==> src/design/pci_lite_pkg.sv <==
//////////////////////////////////////////////////
// pci lite shared definitions
// bus widths, command codes, target window,
// abort timing and the initiator state type
//////////////////////////////////////////////////

package pci_lite_pkg;

    localparam int ad_width    = 32;   // address/data bus
    localparam int cbe_width   = 4;    // command field
    localparam int n_req       = 5;    // arbiter lines, 0 is local, 4 wins
    localparam int count_width = 3;    // burst length field, n means n+1 words

    typedef logic [ad_width-1:0]  ad_t;
    typedef logic [cbe_width-1:0] cbe_t;

    localparam cbe_t cmd_write = 4'b1000;
    localparam cbe_t cmd_read  = 4'b0000;

    // target memory and its address window
    localparam int  mem_words   = 10;
    localparam int  idx_width   = 4;        // holds 0..mem_words-1
    localparam ad_t target_base = 32'd10;   // first claimed address

    // master abort after this many cycles without devsel
    localparam int devsel_timeout = 4;
    localparam int tmo_width      = 3;

    typedef enum logic [2:0] {
        st_idle,
        st_request,
        st_address,
        st_data,
        st_finish
    } bus_state_t;

endpackage

==> src/design/pci_bus_if.sv <==
//////////////////////////////////////////////////
// shared bus between initiator and target
// one signal per direction instead of tristates
//////////////////////////////////////////////////
`timescale 1ns/1ns

interface pci_bus_if import pci_lite_pkg::*; ();

    logic frame;     // address phase and all but last data phase
    logic irdy;      // initiator ready, high in data phases
    cbe_t cbe;       // command during address phase
    ad_t  ad_init;   // address, then write data
    logic devsel;    // target claim
    logic trdy;      // target ready
    ad_t  ad_targ;   // read data from target

    modport initiator (
        output frame, irdy, cbe, ad_init,
        input  devsel, trdy, ad_targ
    );

    modport target (
        output devsel, trdy, ad_targ,
        input  frame, irdy, cbe, ad_init
    );

    // arbiter only needs to know when the bus is idle
    modport monitor (
        input frame, irdy
    );

endinterface

==> src/design/bus_arbiter.sv <==
//////////////////////////////////////////////////
// fixed priority bus arbiter
// registered one-hot grant, highest index wins,
// grant only moves while the bus is idle
//////////////////////////////////////////////////
`timescale 1ns/1ns

module bus_arbiter import pci_lite_pkg::*; (
    input  logic             clk,
    input  logic             arst_n,
    input  logic [n_req-1:0] req,
    output logic [n_req-1:0] gnt,
    pci_bus_if.monitor       bus
);

    logic [n_req-1:0] next_gnt;
    logic             bus_idle;

    assign bus_idle = !bus.frame && !bus.irdy;   // no phase in progress

    // later index overwrites earlier, so the top request wins
    always_comb
    begin
        next_gnt = '0;
        for (int i = 0; i < n_req; i++)
        begin
            if (req[i])
            begin
                next_gnt    = '0;
                next_gnt[i] = 1'b1;
            end
        end
    end

    always_ff @(posedge clk or negedge arst_n)
    begin
        if (!arst_n)
            gnt <= '0;
        else if (bus_idle)
            gnt <= next_gnt;   // zero when nobody asks
        // busy bus keeps the current owner
    end

endmodule

==> src/design/bus_initiator.sv <==
//////////////////////////////////////////////////
// burst initiator
// requests the bus, drives address phase and
// 1 to 8 data phases, write or read, and ends
// with a master abort when devsel never comes
//////////////////////////////////////////////////
`timescale 1ns/1ns

module bus_initiator import pci_lite_pkg::*; (
    input  logic                   clk,
    input  logic                   arst_n,
    input  logic                   start,
    input  logic                   write,
    input  ad_t                    addr,
    input  logic [count_width-1:0] count,
    input  ad_t                    wdata,
    output logic                   word_taken,
    output ad_t                    rdata,
    output logic                   rdata_valid,
    output logic                   busy,
    output logic                   done,
    output logic                   abort,
    output logic                   local_req,
    input  logic                   local_gnt,
    pci_bus_if.initiator           bus
);

    bus_state_t             state;
    logic                   write_q;      // burst direction
    ad_t                    addr_q;       // target address
    logic [count_width-1:0] words_left;   // zero on the last data phase
    logic [tmo_width-1:0]   tmo_cnt;      // cycles without devsel
    logic                   abort_q;
    logic                   last_phase;
    logic                   word_moved;
    logic                   can_start;

    // finish counts as free so a new start right after done is kept
    assign can_start  = (state == st_idle) || (state == st_finish);
    assign last_phase = (words_left == '0);
    assign word_moved = (state == st_data) && bus.trdy;   // irdy is high in data

    always_ff @(posedge clk or negedge arst_n)
    begin
        if (!arst_n)
        begin
            state       <= st_idle;
            write_q     <= 1'b0;
            words_left  <= '0;
            tmo_cnt     <= '0;
            abort_q     <= 1'b0;
            rdata_valid <= 1'b0;
        end
        else
        begin
            rdata_valid <= word_moved && !write_q;   // one cycle behind the move
            case (state)
                st_idle, st_finish:
                begin
                    if (start)
                    begin
                        state      <= st_request;
                        write_q    <= write;
                        words_left <= count;
                    end
                    else
                        state <= st_idle;
                end
                st_request:
                    if (local_gnt)
                        state <= st_address;   // wait as long as arbiter says no
                st_address:
                begin
                    state   <= st_data;
                    tmo_cnt <= '0;      // abort timer starts here
                    abort_q <= 1'b0;
                end
                st_data:
                begin
                    if (word_moved)
                    begin
                        if (last_phase)
                            state <= st_finish;
                        else
                            words_left <= words_left - 1'b1;
                    end
                    else if (!bus.devsel)
                    begin
                        // nobody claimed the address
                        if (tmo_cnt == tmo_width'(devsel_timeout - 1))
                        begin
                            state   <= st_finish;
                            abort_q <= 1'b1;
                        end
                        else
                            tmo_cnt <= tmo_cnt + 1'b1;
                    end
                end
                default:
                    state <= st_idle;
            endcase
        end
    end

    // payload, only meaningful with rdata_valid
    always_ff @(posedge clk)
    begin
        if (start && can_start)
            addr_q <= addr;
        if (word_moved && !write_q)
            rdata <= bus.ad_targ;
    end

    assign busy       = (state == st_request) || (state == st_address) || (state == st_data);
    assign local_req  = (state == st_request);   // drops in the address phase
    assign done       = (state == st_finish);
    assign abort      = done && abort_q;
    assign word_taken = word_moved && write_q;   // outside moves to the next word

    // frame falls on the last data phase
    assign bus.frame   = (state == st_address) || ((state == st_data) && !last_phase);
    assign bus.irdy    = (state == st_data);
    assign bus.cbe     = (state == st_address) ? (write_q ? cmd_write : cmd_read) : '0;
    assign bus.ad_init = (state == st_address)           ? addr_q :
                         ((state == st_data) && write_q) ? wdata  : '0;

endmodule

==> src/design/target_memory.sv <==
//////////////////////////////////////////////////
// ten word memory target
// claims its address window, answers with devsel
// and trdy, no wait states, index wraps at 9
//////////////////////////////////////////////////
`timescale 1ns/1ns

module target_memory import pci_lite_pkg::*; (
    input  logic      clk,
    input  logic      arst_n,
    pci_bus_if.target bus
);

    ad_t                  mem [mem_words];
    logic [idx_width-1:0] idx;        // current word
    logic [idx_width-1:0] idx_next;
    logic                 write_q;    // command of the claimed burst
    logic                 addr_phase;
    logic                 in_window;
    logic                 known_cmd;
    ad_t                  offset;
    logic                 word_moved;

    assign addr_phase = bus.frame && !bus.irdy;   // frame without irdy
    assign offset     = bus.ad_init - target_base;
    assign in_window  = (bus.ad_init >= target_base) &&
                        (bus.ad_init < target_base + ad_t'(mem_words));
    assign known_cmd  = (bus.cbe == cmd_write) || (bus.cbe == cmd_read);
    assign word_moved = bus.devsel && bus.irdy && bus.trdy;

    // wrap from the last word back to 0
    assign idx_next = (idx == idx_width'(mem_words - 1)) ? '0 : idx + 1'b1;

    // memory is cleared so a first read sees zeros
    always_ff @(posedge clk or negedge arst_n)
    begin
        if (!arst_n)
        begin
            bus.devsel  <= 1'b0;
            bus.trdy    <= 1'b0;
            bus.ad_targ <= '0;
            idx         <= '0;
            write_q     <= 1'b0;
            for (int i = 0; i < mem_words; i++)
                mem[i] <= '0;
        end
        else if (addr_phase && in_window && known_cmd)
        begin
            bus.devsel  <= 1'b1;   // claim, ready on the next cycle
            bus.trdy    <= 1'b1;
            write_q     <= (bus.cbe == cmd_write);
            idx         <= offset[idx_width-1:0];
            bus.ad_targ <= mem[offset[idx_width-1:0]];   // first read word
        end
        else if (word_moved)
        begin
            if (write_q)
                mem[idx] <= bus.ad_init;
            idx         <= idx_next;
            bus.ad_targ <= mem[idx_next];   // next read word, ignored on writes
            if (!bus.frame)
            begin
                bus.devsel <= 1'b0;   // last word gone, release
                bus.trdy   <= 1'b0;
            end
        end
    end

endmodule

==> src/design/pci_lite_top.sv <==
//////////////////////////////////////////////////
// pci lite top level
// arbiter, burst initiator and memory target on
// one shared bus, four spare request/grant pins
//////////////////////////////////////////////////
`timescale 1ns/1ns

module pci_lite_top import pci_lite_pkg::*; (
    input  logic                   clk,
    input  logic                   arst_n,
    input  logic                   start,
    input  logic                   write,
    input  ad_t                    addr,
    input  logic [count_width-1:0] count,
    input  ad_t                    wdata,
    output logic                   word_taken,
    output ad_t                    rdata,
    output logic                   rdata_valid,
    output logic                   busy,
    output logic                   done,
    output logic                   abort,
    input  logic [n_req-2:0]       ext_req,
    output logic [n_req-2:0]       ext_gnt
);

    logic             local_req;
    logic             local_gnt;
    logic [n_req-1:0] arb_req;
    logic [n_req-1:0] arb_gnt;

    pci_bus_if bus ();

    // local initiator sits on line 0, lowest priority
    assign arb_req   = {ext_req, local_req};
    assign local_gnt = arb_gnt[0];
    assign ext_gnt   = arb_gnt[n_req-1:1];

    bus_arbiter u_arbiter (
        .clk    (clk),
        .arst_n (arst_n),
        .req    (arb_req),
        .gnt    (arb_gnt),
        .bus    (bus.monitor)
    );

    bus_initiator u_initiator (
        .clk         (clk),
        .arst_n      (arst_n),
        .start       (start),
        .write       (write),
        .addr        (addr),
        .count       (count),
        .wdata       (wdata),
        .word_taken  (word_taken),
        .rdata       (rdata),
        .rdata_valid (rdata_valid),
        .busy        (busy),
        .done        (done),
        .abort       (abort),
        .local_req   (local_req),
        .local_gnt   (local_gnt),
        .bus         (bus.initiator)
    );

    target_memory u_target (
        .clk    (clk),
        .arst_n (arst_n),
        .bus    (bus.target)
    );

endmodule

==> config.mk <==
export PLATFORM = sky130hd
export DESIGN_NAME = pci_lite_top
export DESIGN_NICKNAME = d
export VERILOG_FILES = /design/src/design/pci_lite_pkg.sv /design/src/design/pci_bus_if.sv /design/src/design/bus_arbiter.sv /design/src/design/bus_initiator.sv /design/src/design/target_memory.sv /design/src/design/pci_lite_top.sv
export SDC_FILE = /design/constraint.sdc
export NUM_CORES = 1
export LEC_CHECK = 0
export BUFFER_PORTS_ARGS = -buffer_cell sky130_fd_sc_hd__buf_2
export CORE_UTILIZATION = 45
export DETAILED_ROUTE_END_ITERATION = 8
export HOLD_SLACK_MARGIN = 0.1
export SLEW_MARGIN = 5
export SYNTH_ARGS = -nofsm -noshare
export SYNTH_HDL_FRONTEND = slang
export SYNTH_SLANG_ARGS = --single-unit
==> constraint.sdc <==
create_clock -name clk -period 8.7 [get_ports clk]
set_clock_uncertainty 0.05 [all_clocks]
set_input_delay 1.305 -clock clk [delete_from_list [all_inputs] [get_ports clk]]
set_output_delay 1.305 -clock clk [all_outputs]
set_load 0.05 [all_outputs]
==> results of run 1 <==
==> cells by family after synthesis <==
| logic type | count (synthesis) | synth area share |
|---|---|---|
| multiplexers | 151 | 0.0738 |
| XOR/XNOR | 4 | 0.00190 |
| AND/OR/NAND/NOR | 785 | 0.149 |
| AO/OA/AOI/OAI | 822 | 0.218 |
| buffers and inverters | 239 | 0.0507 |
| flip-flops | 439 | 0.504 |
| adder cells (fa/ha/maj) | 4 | 0.00223 |
==> metrics by stage <==
step | worst slack [ns] | instances | instance area (um^2) | power [mW] | hold slack [ns]
5_1_grt | 4.67 | 3151 | 24800 | 7.65 | 0.417
6_report | 4.72 | 3151 | 24800 | 7.34 | 0.403
3_5_place_dp | 4.58 | 3062 | 23200 | 5.27 | 0.398
4_1_cts | 4.90 | 3151 | 24800 | 7.29 | 0.393
3_3_place_gp | 4.61 | 3062 | 23200 | 5.24 | 0.389
2_1_floorplan | 5.49 | 2444 | 22400 | 4.32 | 0.375
==> routing by layer <==
metal	track usage	share of wire
met5	0	0
met4	0.129	0.042
met3	0.0684	0.096
met2	0.466	0.44
met1	0.409	0.42
==> flip-flops by register name, indices dropped and copies added (netlist names), 3 cells and up <==
signal and flops:
u_initiator.state 3, u_initiator.words_left 3, u_target.bus.ad_targ 32, u_initiator.rdata 32
u_initiator.addr_q 32, u_arbiter.gnt 5, u_initiator.tmo_cnt 3, u_target.idx 4
u_target.mem 320
==> cell type report <==
class | count | area [um^2] | area share
clock inverter | 7 | 42.5 | 0.00172
tap | 664 | 831 | 0.0335
timing repair buffer | 152 | 888 | 0.0359
inverter | 41 | 154 | 0.00621
clock buffer | 82 | 1490 | 0.0602
sequential | 439 | 11300 | 0.457
multi-input combinational | 1766 | 10100 | 0.406
==> cells in the mapped netlist (29+ instances only) <==
master / number / area, um^2
sky130_fd_sc_hd__edfxtp_1: 64 / 1920
sky130_fd_sc_hd__o21ai_1: 142 / 711
sky130_fd_sc_hd__o211ai_1: 29 / 218
sky130_fd_sc_hd__nor2_1: 57 / 214
sky130_fd_sc_hd__clkbuf_1: 73 / 274
sky130_fd_sc_hd__buf_2: 94 / 470
sky130_fd_sc_hd__dfrtp_1: 375 / 9380
sky130_fd_sc_hd__inv_1: 40 / 150
sky130_fd_sc_hd__nand2_1: 579 / 2170
sky130_fd_sc_hd__mux2i_1: 116 / 1160
sky130_fd_sc_hd__nand3_1: 49 / 245
sky130_fd_sc_hd__o22ai_1: 52 / 325
sky130_fd_sc_hd__o21ai_0: 278 / 1390
sky130_fd_sc_hd__a21oi_1: 123 / 616
==> layout by cell type, fill, tap and decap left out, drive strengths merged, types with 12 or more instances in the layout <==
| master | synthesis | routed |
|---|---|---|
| o211ai | 29 | 29 |
| a222oi | 12 | 12 |
| nand2 | 581 | 581 |
| a221oi | 22 | 22 |
| mux2i | 116 | 116 |
| clkbuf | 73 | 82 |
| nor2 | 58 | 58 |
| a22oi | 24 | 24 |
| buf | 125 | 152 |
| a21oi | 127 | 127 |
| edfxtp | 64 | 64 |
| a211oi | 28 | 28 |
| dfrtp | 375 | 375 |
| o21a | 16 | 16 |
| nor2b | 22 | 22 |
| inv | 41 | 43 |
| o21ai | 420 | 420 |
| a31oi | 16 | 16 |
| mux2 | 26 | 26 |
| nor3 | 15 | 15 |
| o22ai | 52 | 52 |
| nand3 | 56 | 56 |
==> power groups by stage <==
stage	sequential, mW	combinational [mW]	clock (mW)
2_1_floorplan	2.42	1.90	0
4_1_cts	2.48	2.76	2.05
3_5_place_dp	2.52	2.75	0
6_report	2.48	2.83	2.03
5_1_grt	2.50	3.01	2.13
3_3_place_gp	2.51	2.72	0
==> how the worst min path moves through the flow <==
stage                                                    start                         endpoint  slack [ns]  cells past startpoint
after floorplan           u_target.bus.ad_targ[30]$_DFFE_PN0P_  u_initiator.rdata[30]$_DFFE_PP_        0.37                      0
after global placement     u_target.bus.ad_targ[4]$_DFFE_PN0P_   u_initiator.rdata[4]$_DFFE_PP_        0.39                      0
after detailed placement   u_target.bus.ad_targ[4]$_DFFE_PN0P_   u_initiator.rdata[4]$_DFFE_PP_        0.40                      0
after CTS                 u_target.bus.ad_targ[19]$_DFFE_PN0P_  u_initiator.rdata[19]$_DFFE_PP_        0.39                      0
after global routing       u_target.bus.ad_targ[4]$_DFFE_PN0P_   u_initiator.rdata[4]$_DFFE_PP_        0.42                      0
final                      u_target.bus.ad_targ[4]$_DFFE_PN0P_   u_initiator.rdata[4]$_DFFE_PP_        0.40                      0
==> critical path: stages, from the launching register on <==
cell and delay [ns]:
sky130_fd_sc_hd__dfrtp_2 0.97, sky130_fd_sc_hd__buf_4 0.75, sky130_fd_sc_hd__nor3_1 0.32, sky130_fd_sc_hd__nor2_1 0.93, sky130_fd_sc_hd__o22ai_1 0.25, sky130_fd_sc_hd__or3_1 0.35
sky130_fd_sc_hd__o211ai_1 0.08, sky130_fd_sc_hd__o21ai_0 0.11
==> results.sh, run 1 <==
export IMPL_status="completed"
export IMPL_power_ir_vdd_worst_v=0.000246
export IMPL_maxSlewViolCount=0
export IMPL_hp_class="register to register"
export IMPL_netlist_area_um2=22400
export IMPL_ctsHtreeMaxLevel=2
export IMPL_number_of_global_route_vias_before_repair=18600
export IMPL_power_switching_share=0.417
export IMPL_cts_root_buffer="sky130_fd_sc_hd__clkbuf_16"
export IMPL_core_rowCount=81
export IMPL_max_slew_margin=0.218
export IMPL_grt_setup_unrepaired="no"
export IMPL_n_fill_cell=4651
export IMPL_detail_routed_net_length_per_standard_cell_um=24.0
export IMPL_combPwrFrac=0.385
export IMPL_power_spent_charging_and_discharging_nets_mw=3.07
export IMPL_worst_slew_pin_transition_ns=1.17
export IMPL_tritoncts_num_sinks=439
export IMPL_critical_path_required_ns=9.12
export IMPL_critPathMaxFanout=47
export IMPL_drive_above_1_share=0.118
export IMPL_global_route_usage_total=0.302
export IMPL_grt_start_max_net_pins=158
export IMPL_post_synth_cell_area_avg_um2=9.18
export IMPL_n_antenna_cell=0
export IMPL_hpwlAfterDp_um=44500
export IMPL_crit_path_end="u_target.bus.ad_targ[1]$_DFFE_PN0P_"
export IMPL_detailedRoute_firstIterationViolations=2066
export IMPL_post_cts_resized=0
export IMPL_fmax_mhz=251
export IMPL_setup_worst_path_start="u_target.idx[1]$_DFFE_PN0P_"
export IMPL_cts_hold_fix_buffers=0
export IMPL_power_internal_mw=4.28
export IMPL_post_route_drc_count=0
export IMPL_cts_setup_buffers=0
export IMPL_insertion_delay_ns=0.61
export IMPL_die_width_um=225
export IMPL_origin_of_the_critical_flop_to_flop_path="u_target.idx[1]$_DFFE_PN0P_"
export IMPL_timing_final_crit_share=0.458
export IMPL_crit_path_start_kind="register"
export IMPL_worst_endpoint_arrival_ns=4.40
export IMPL_ys_dominant_reg_cell="sky130_fd_sc_hd__dfrtp_1"
export IMPL_start_util=0.457
export IMPL_finalCoreUtilization=0.505
export IMPL_synth_edff_count=64
export IMPL_worst_reg2reg_setup_slack_ns=4.72
export IMPL_portBuffers=115
export IMPL_sequentialPowerShare=0.338
export IMPL_finalHoldViolCount=0
export IMPL_gp_congestion=0.878
export IMPL_timing_setup_critical_path_class="register to register"
export IMPL_path_depth_of_the_worst_reg2reg_path=7
export IMPL_post_synth_num_cell_types=70
export IMPL_grt_first_pass_wirelength_um=115000
export IMPL_tritoncts_clock_tree="done"
export IMPL_yosysWarningCount=0
export IMPL_power_leakage_nw=11.0
export IMPL_portion_of_the_post_synthesis_area_used_by_sequential_elements=0.504
export IMPL_timing_setup_tns_ns=0
export IMPL_floorplan_die_height_um=225
export IMPL_share_clk_of_total_power=0.276
export IMPL_syn_inst=2444
export IMPL_postSynthNetCount=2523
export IMPL_post_drt_via_cell_ratio=6.15
export IMPL_pin_count=116
export IMPL_grt_overflow_total=0
export IMPL_drtAntennaViolNets=0
export IMPL_critical_path_reg2reg_endpoint="u_target.bus.ad_targ[1]$_DFFE_PN0P_"
export IMPL_synthToLayoutAreaGrowth_pct=10.4
export IMPL_tritoncts_num_buffers=49
export IMPL_power_per_cell_area_nw_per_um2=296
export IMPL_worst_setup_path_end_kind="register"
export IMPL_antenna_violations_before_repair=1
export IMPL_clkSlewWorstSetupHoldPaths_ns=0.07
export IMPL_yosys_register_bits=439
export IMPL_dieArea_um2=50800
export IMPL_finalSetupViolations=0
export IMPL_finalWirelength_um=75700
export IMPL_maximum_clock_insertion_buffer_count=3
export IMPL_async_flop_share=0.854
export IMPL_layout_nets=2528
export IMPL_drv_max_cap_violation_count=0
export IMPL_final_period_minus_worst_setup_slack_ns=3.98
export IMPL_via_count=19400
export IMPL_first_pass_iters=8
export IMPL_placeableCoreArea_um2=49100
No activity file was read; power rests on OpenSTA's default activity.
==> run 2, diff against run 1 <==
- ABC_AREA: unset -> 1
- clock period: 8.7 -> 4.1 ns (I/O delays scaled with it)
==> run 2 against run 1 <==
Effect of this change:
- die area increased by 2.5%
- count of clock-buffer cells in the layout fell by 17
- worst hold slack got worse by 0.26 ns
- final cell count up 18%
- cell area rose by 3.6%
- critical path type unchanged
- critical endpoint is now u_target.bus.ad_targ[7]$_DFFE_PN0P_
- largest cell class unchanged
==> results.sh, run 2 <==
export IMPL_number_of_global_route_vias_before_repair=20100
export IMPL_critical_path_top_delay_family="simple AND/OR/NAND/NOR gates"
export IMPL_crit_slowest_cell="sky130_fd_sc_hd__xor2_2"
export IMPL_n_fill_cell=4940
export IMPL_drv_max_cap_violation_count=0
export IMPL_post_route_drc_count=0
export IMPL_final_seq_area_um2=11300
export IMPL_path_cells="nand2_2 -> nor2_4 -> nand3_1 -> nand2_2 -> inv_2 -> xor2_2 -> buf_4 -> nand2_1 -> nand2_1 -> nand2_1 -> nand2_1 -> nand2_1 -> nand2_1"
export IMPL_dpl_worst_slack_ns=0.668
export IMPL_insertion_delay_ns=0.60
export IMPL_detail_routed_net_length_per_standard_cell_um=20.3
export IMPL_status="completed"
export IMPL_critical_path_required_ns=4.57
export IMPL_hp_class="input port to register"
export IMPL_placeableCoreArea_um2=50300
export IMPL_timing_critical_path_mode_cell="sky130_fd_sc_hd__nand2_1"
export IMPL_synthToLayoutAreaGrowth_pct=11.6
export IMPL_post_synth_top_area_fraction=0.408
export IMPL_cpPeakStageDelay_ns=0.67
export IMPL_async_flop_share=0.854
export IMPL_met3_wire_len_um=7910
export IMPL_dieArea_um2=52000
export IMPL_power_per_cell_area_nw_per_um2=639
export IMPL_cts_root_buffer="sky130_fd_sc_hd__clkbuf_16"
export IMPL_finalSetupViolations=0
export IMPL_syn_inst=3007
export IMPL_final_period_minus_worst_setup_slack_ns=3.58
export IMPL_die_width_um=228
export IMPL_crit_path_start_kind="register"
export IMPL_worst_reg2reg_setup_slack_ns=0.52
export IMPL_pin_count=116
export IMPL_n_antenna_cell=0
export IMPL_hpwlAfterDp_um=45600
export IMPL_global_route_usage_total=0.292
export IMPL_finalHoldViolCount=0
export IMPL_start_util=0.457
export IMPL_timing_setup_tns_ns=0
export IMPL_most_common_cell_after_layout_fill_and_taps_aside="sky130_fd_sc_hd__nand2_1"
export IMPL_maxSlewViolCount=0
export IMPL_fmax_mhz=280
export IMPL_fin_area_um2=25700
export IMPL_sequentialPowerShare=0.310
export IMPL_critical_path_reg2reg_endpoint="u_target.bus.ad_targ[7]$_DFFE_PN0P_"
export IMPL_power_spent_charging_and_discharging_nets_mw=7.18
export IMPL_min_from="addr[7]"
export IMPL_tritoncts_num_sinks=439
export IMPL_m1WireLength_um=32300
export IMPL_post_synth_num_cell_types=38
export IMPL_combPwrFrac=0.424
export IMPL_core_rowCount=82
export IMPL_finalCoreUtilization=0.511
export IMPL_via_count=21000
export IMPL_synth_area_leaders="sky130_fd_sc_hd__dfrtp_1 (41%), sky130_fd_sc_hd__nand2_1 (19%), sky130_fd_sc_hd__o21ai_0 (9.9%)"
export IMPL_hold_path_cell_count=1
export IMPL_layout_cells_most_common_list="sky130_fd_sc_hd__nand2_1 (1143), sky130_fd_sc_hd__o21ai_0 (454), sky130_fd_sc_hd__dfrtp_1 (374), sky130_fd_sc_hd__inv_1 (193), sky130_fd_sc_hd__o211ai_1 (156)"
export IMPL_finalWirelength_um=75600
export IMPL_wl_met2_um=33300
export IMPL_timing_final_crit_share=0.872
export IMPL_maximum_clock_insertion_buffer_count=3
export IMPL_multiInputGateArea_um2=10000
export IMPL_highest_layer="met4"
export IMPL_grt_overflow_total=0
export IMPL_largest_reg_flops=320
export IMPL_tritoncts_clock_tree="done"
export IMPL_post_route_worst_setup_slack_ns=0.524
export IMPL_placed_cell_area_um2=24100
export IMPL_clkSlewWorstSetupHoldPaths_ns=0.06
export IMPL_floorplan_die_height_um=228
export IMPL_worst_endpoint_arrival_ns=4.04
export IMPL_yosys_register_bits=439
export IMPL_power_ir_vdd_worst_v=0.000492
export IMPL_layout_nets=3100
export IMPL_post_cts_resized=0
export IMPL_synth_edff_count=64
export IMPL_max_slew_margin=0.199
export IMPL_worst_slew_pin_transition_ns=1.20
export IMPL_gp_congestion=0.864
export IMPL_first_pass_iters=6
export IMPL_portion_of_the_post_synthesis_area_used_by_sequential_elements=0.492
export IMPL_post_synth_cell_area_avg_um2=7.65
export IMPL_ys_dominant_reg_cell="sky130_fd_sc_hd__dfrtp_1"
export IMPL_origin_of_the_critical_flop_to_flop_path="u_initiator.state[1]$_DFFE_PN0P_"
export IMPL_power_leakage_nw=12.6
export IMPL_yosysWarningCount=0
export IMPL_power_internal_mw=9.22
export IMPL_antenna_violations_before_repair=0
export IMPL_power_switching_share=0.438
export IMPL_netlist_area_um2=23000
export IMPL_worst_setup_path_end_kind="register"
export IMPL_postSynthNetCount=3086
export IMPL_grt_first_pass_wirelength_um=118000
export IMPL_drive_above_1_share=0.0958
export IMPL_cp_buffers_inverters=2
export IMPL_portBuffers=115
export IMPL_share_clk_of_total_power=0.266
export IMPL_most_flops_register="u_target.mem"
export IMPL_path_depth_of_the_worst_reg2reg_path=13
export IMPL_yosys_top_cells_count="sky130_fd_sc_hd__nand2_1 (1150), sky130_fd_sc_hd__o21ai_0 (454), sky130_fd_sc_hd__dfrtp_1 (375)"
export IMPL_grt_setup_unrepaired="no"
export IMPL_drtAntennaViolNets=0
export IMPL_post_synth_top_count_cell="sky130_fd_sc_hd__nand2_1"
export IMPL_yosys_area_top_type="sky130_fd_sc_hd__dfrtp_1"
export IMPL_detailedRoute_firstIterationViolations=2127
export IMPL_post_drt_via_cell_ratio=5.62
export IMPL_timing_setup_critical_path_class="register to register"
export IMPL_ctsHtreeMaxLevel=2
export IMPL_grt_start_max_net_pins=150
export IMPL_critPathMaxFanout=28
export IMPL_tritoncts_num_buffers=49
export IMPL_hold_endpoint="u_initiator.addr_q[7]$_DFFE_PP_"
[run 2: cell count changes after synthesis, moves of 28 or more]
cell | previous run | this run
sky130_fd_sc_hd__nor2_1 | 57 | 98
sky130_fd_sc_hd__nand2_1 | 579 | 1150
sky130_fd_sc_hd__o21ai_0 | 278 | 454
sky130_fd_sc_hd__a21oi_1 | 123 | 23
sky130_fd_sc_hd__o22ai_1 | 52 | 1
sky130_fd_sc_hd__nand3_1 | 49 | 155
sky130_fd_sc_hd__clkbuf_1 | 73 | 144
sky130_fd_sc_hd__o211ai_1 | 29 | 156
sky130_fd_sc_hd__a211oi_1 | 28 | 0
sky130_fd_sc_hd__mux2i_1 | 116 | 15
sky130_fd_sc_hd__buf_2 | 94 | 38
sky130_fd_sc_hd__inv_1 | 40 | 195
sky130_fd_sc_hd__o21ai_1 | 142 | 9
[run 2: power groups by stage]
| stage | sequential (mW) | combinational (mW) | clock, mW |
|---|---|---|---|
| 2_1_floorplan | 5.04 | 4.63 | 0 |
| 3_3_place_gp | 5.14 | 6.78 | 0 |
| 3_5_place_dp | 5.15 | 6.82 | 0 |
| 4_1_cts | 5.07 | 6.85 | 4.42 |
| 5_1_grt | 5.12 | 7.64 | 4.57 |
| 6_report | 5.09 | 6.96 | 4.35 |
[run 2: worst max-delay path by stage]
| stage | start | to | slack (ns) | cells past startpoint |
|---|---|---|---|---|
| 2_1_floorplan | u_initiator.state[1]$_DFFE_PN0P_ | u_initiator.rdata[0]$_DFFE_PP_ | 0.79 | 8 |
| 3_3_place_gp | u_initiator.state[1]$_DFFE_PN0P_ | u_target.bus.ad_targ[24]$_DFFE_PN0P_ | 0.73 | 13 |
| 3_5_place_dp | u_initiator.state[1]$_DFFE_PN0P_ | u_target.bus.ad_targ[23]$_DFFE_PN0P_ | 0.67 | 13 |
| 4_1_cts | u_initiator.state[1]$_DFFE_PN0P_ | u_target.bus.ad_targ[23]$_DFFE_PN0P_ | 0.66 | 13 |
| 5_1_grt | u_initiator.state[1]$_DFFE_PN0P_ | u_target.bus.ad_targ[23]$_DFFE_PN0P_ | 0.32 | 13 |
| 6_report | u_initiator.state[1]$_DFFE_PN0P_ | u_target.bus.ad_targ[7]$_DFFE_PN0P_ | 0.52 | 13 |
[run 2: final cells by class]
| type | instances | area share |
|---|---|---|
| Sequential cell | 439 | 0.441 |
| Timing Repair Buffer | 172 | 0.0459 |
| Multi-Input combinational cell | 2156 | 0.391 |
| Clock buffer | 65 | 0.0517 |
| Clock inverter | 22 | 0.00814 |
| Inverter | 203 | 0.0299 |
| Tap cell | 672 | 0.0328 |
[run 2: per-stage QoR]
| stage | power, mW | cells | hold WS (ns) |
|---|---|---|---|
| floorplan | 9.67 | 3007 | 0.269 |
| global placement | 11.9 | 3641 | 0.387 |
| detailed placement | 12.0 | 3641 | 0.387 |
| CTS | 16.4 | 3729 | 0.112 |
| global route | 17.3 | 3729 | 0.135 |
| finish | 16.4 | 3729 | 0.140 |
[run 2: metal layers]
layer,global-route usage,vias up
met2,0.452,964
met4,0.100,0
met3,0.0679,152
met1,0.403,9944
met5,0,-
li1,-,9913
[run 2: logic make-up (layout without fill, tap and decap cells)]
family / after synthesis / count (layout) / share of synthesized area
compound gates: 675 / 675 / 0.169
xor+xnor: 2 / 2 / 0.00109
fa+ha+maj: 4 / 4 / 0.00218
buf+inv: 412 / 462 / 0.0750
flops: 439 / 439 / 0.492
mux: 15 / 15 / 0.00653
simple gates: 1460 / 1460 / 0.254
[run 2: what timing repair did]
item | 4_1_cts | 5_1_grt
hold buffers | 1 | 0
hold endpoints to repair | 75 | 0
buffers inserted | 0 | 0
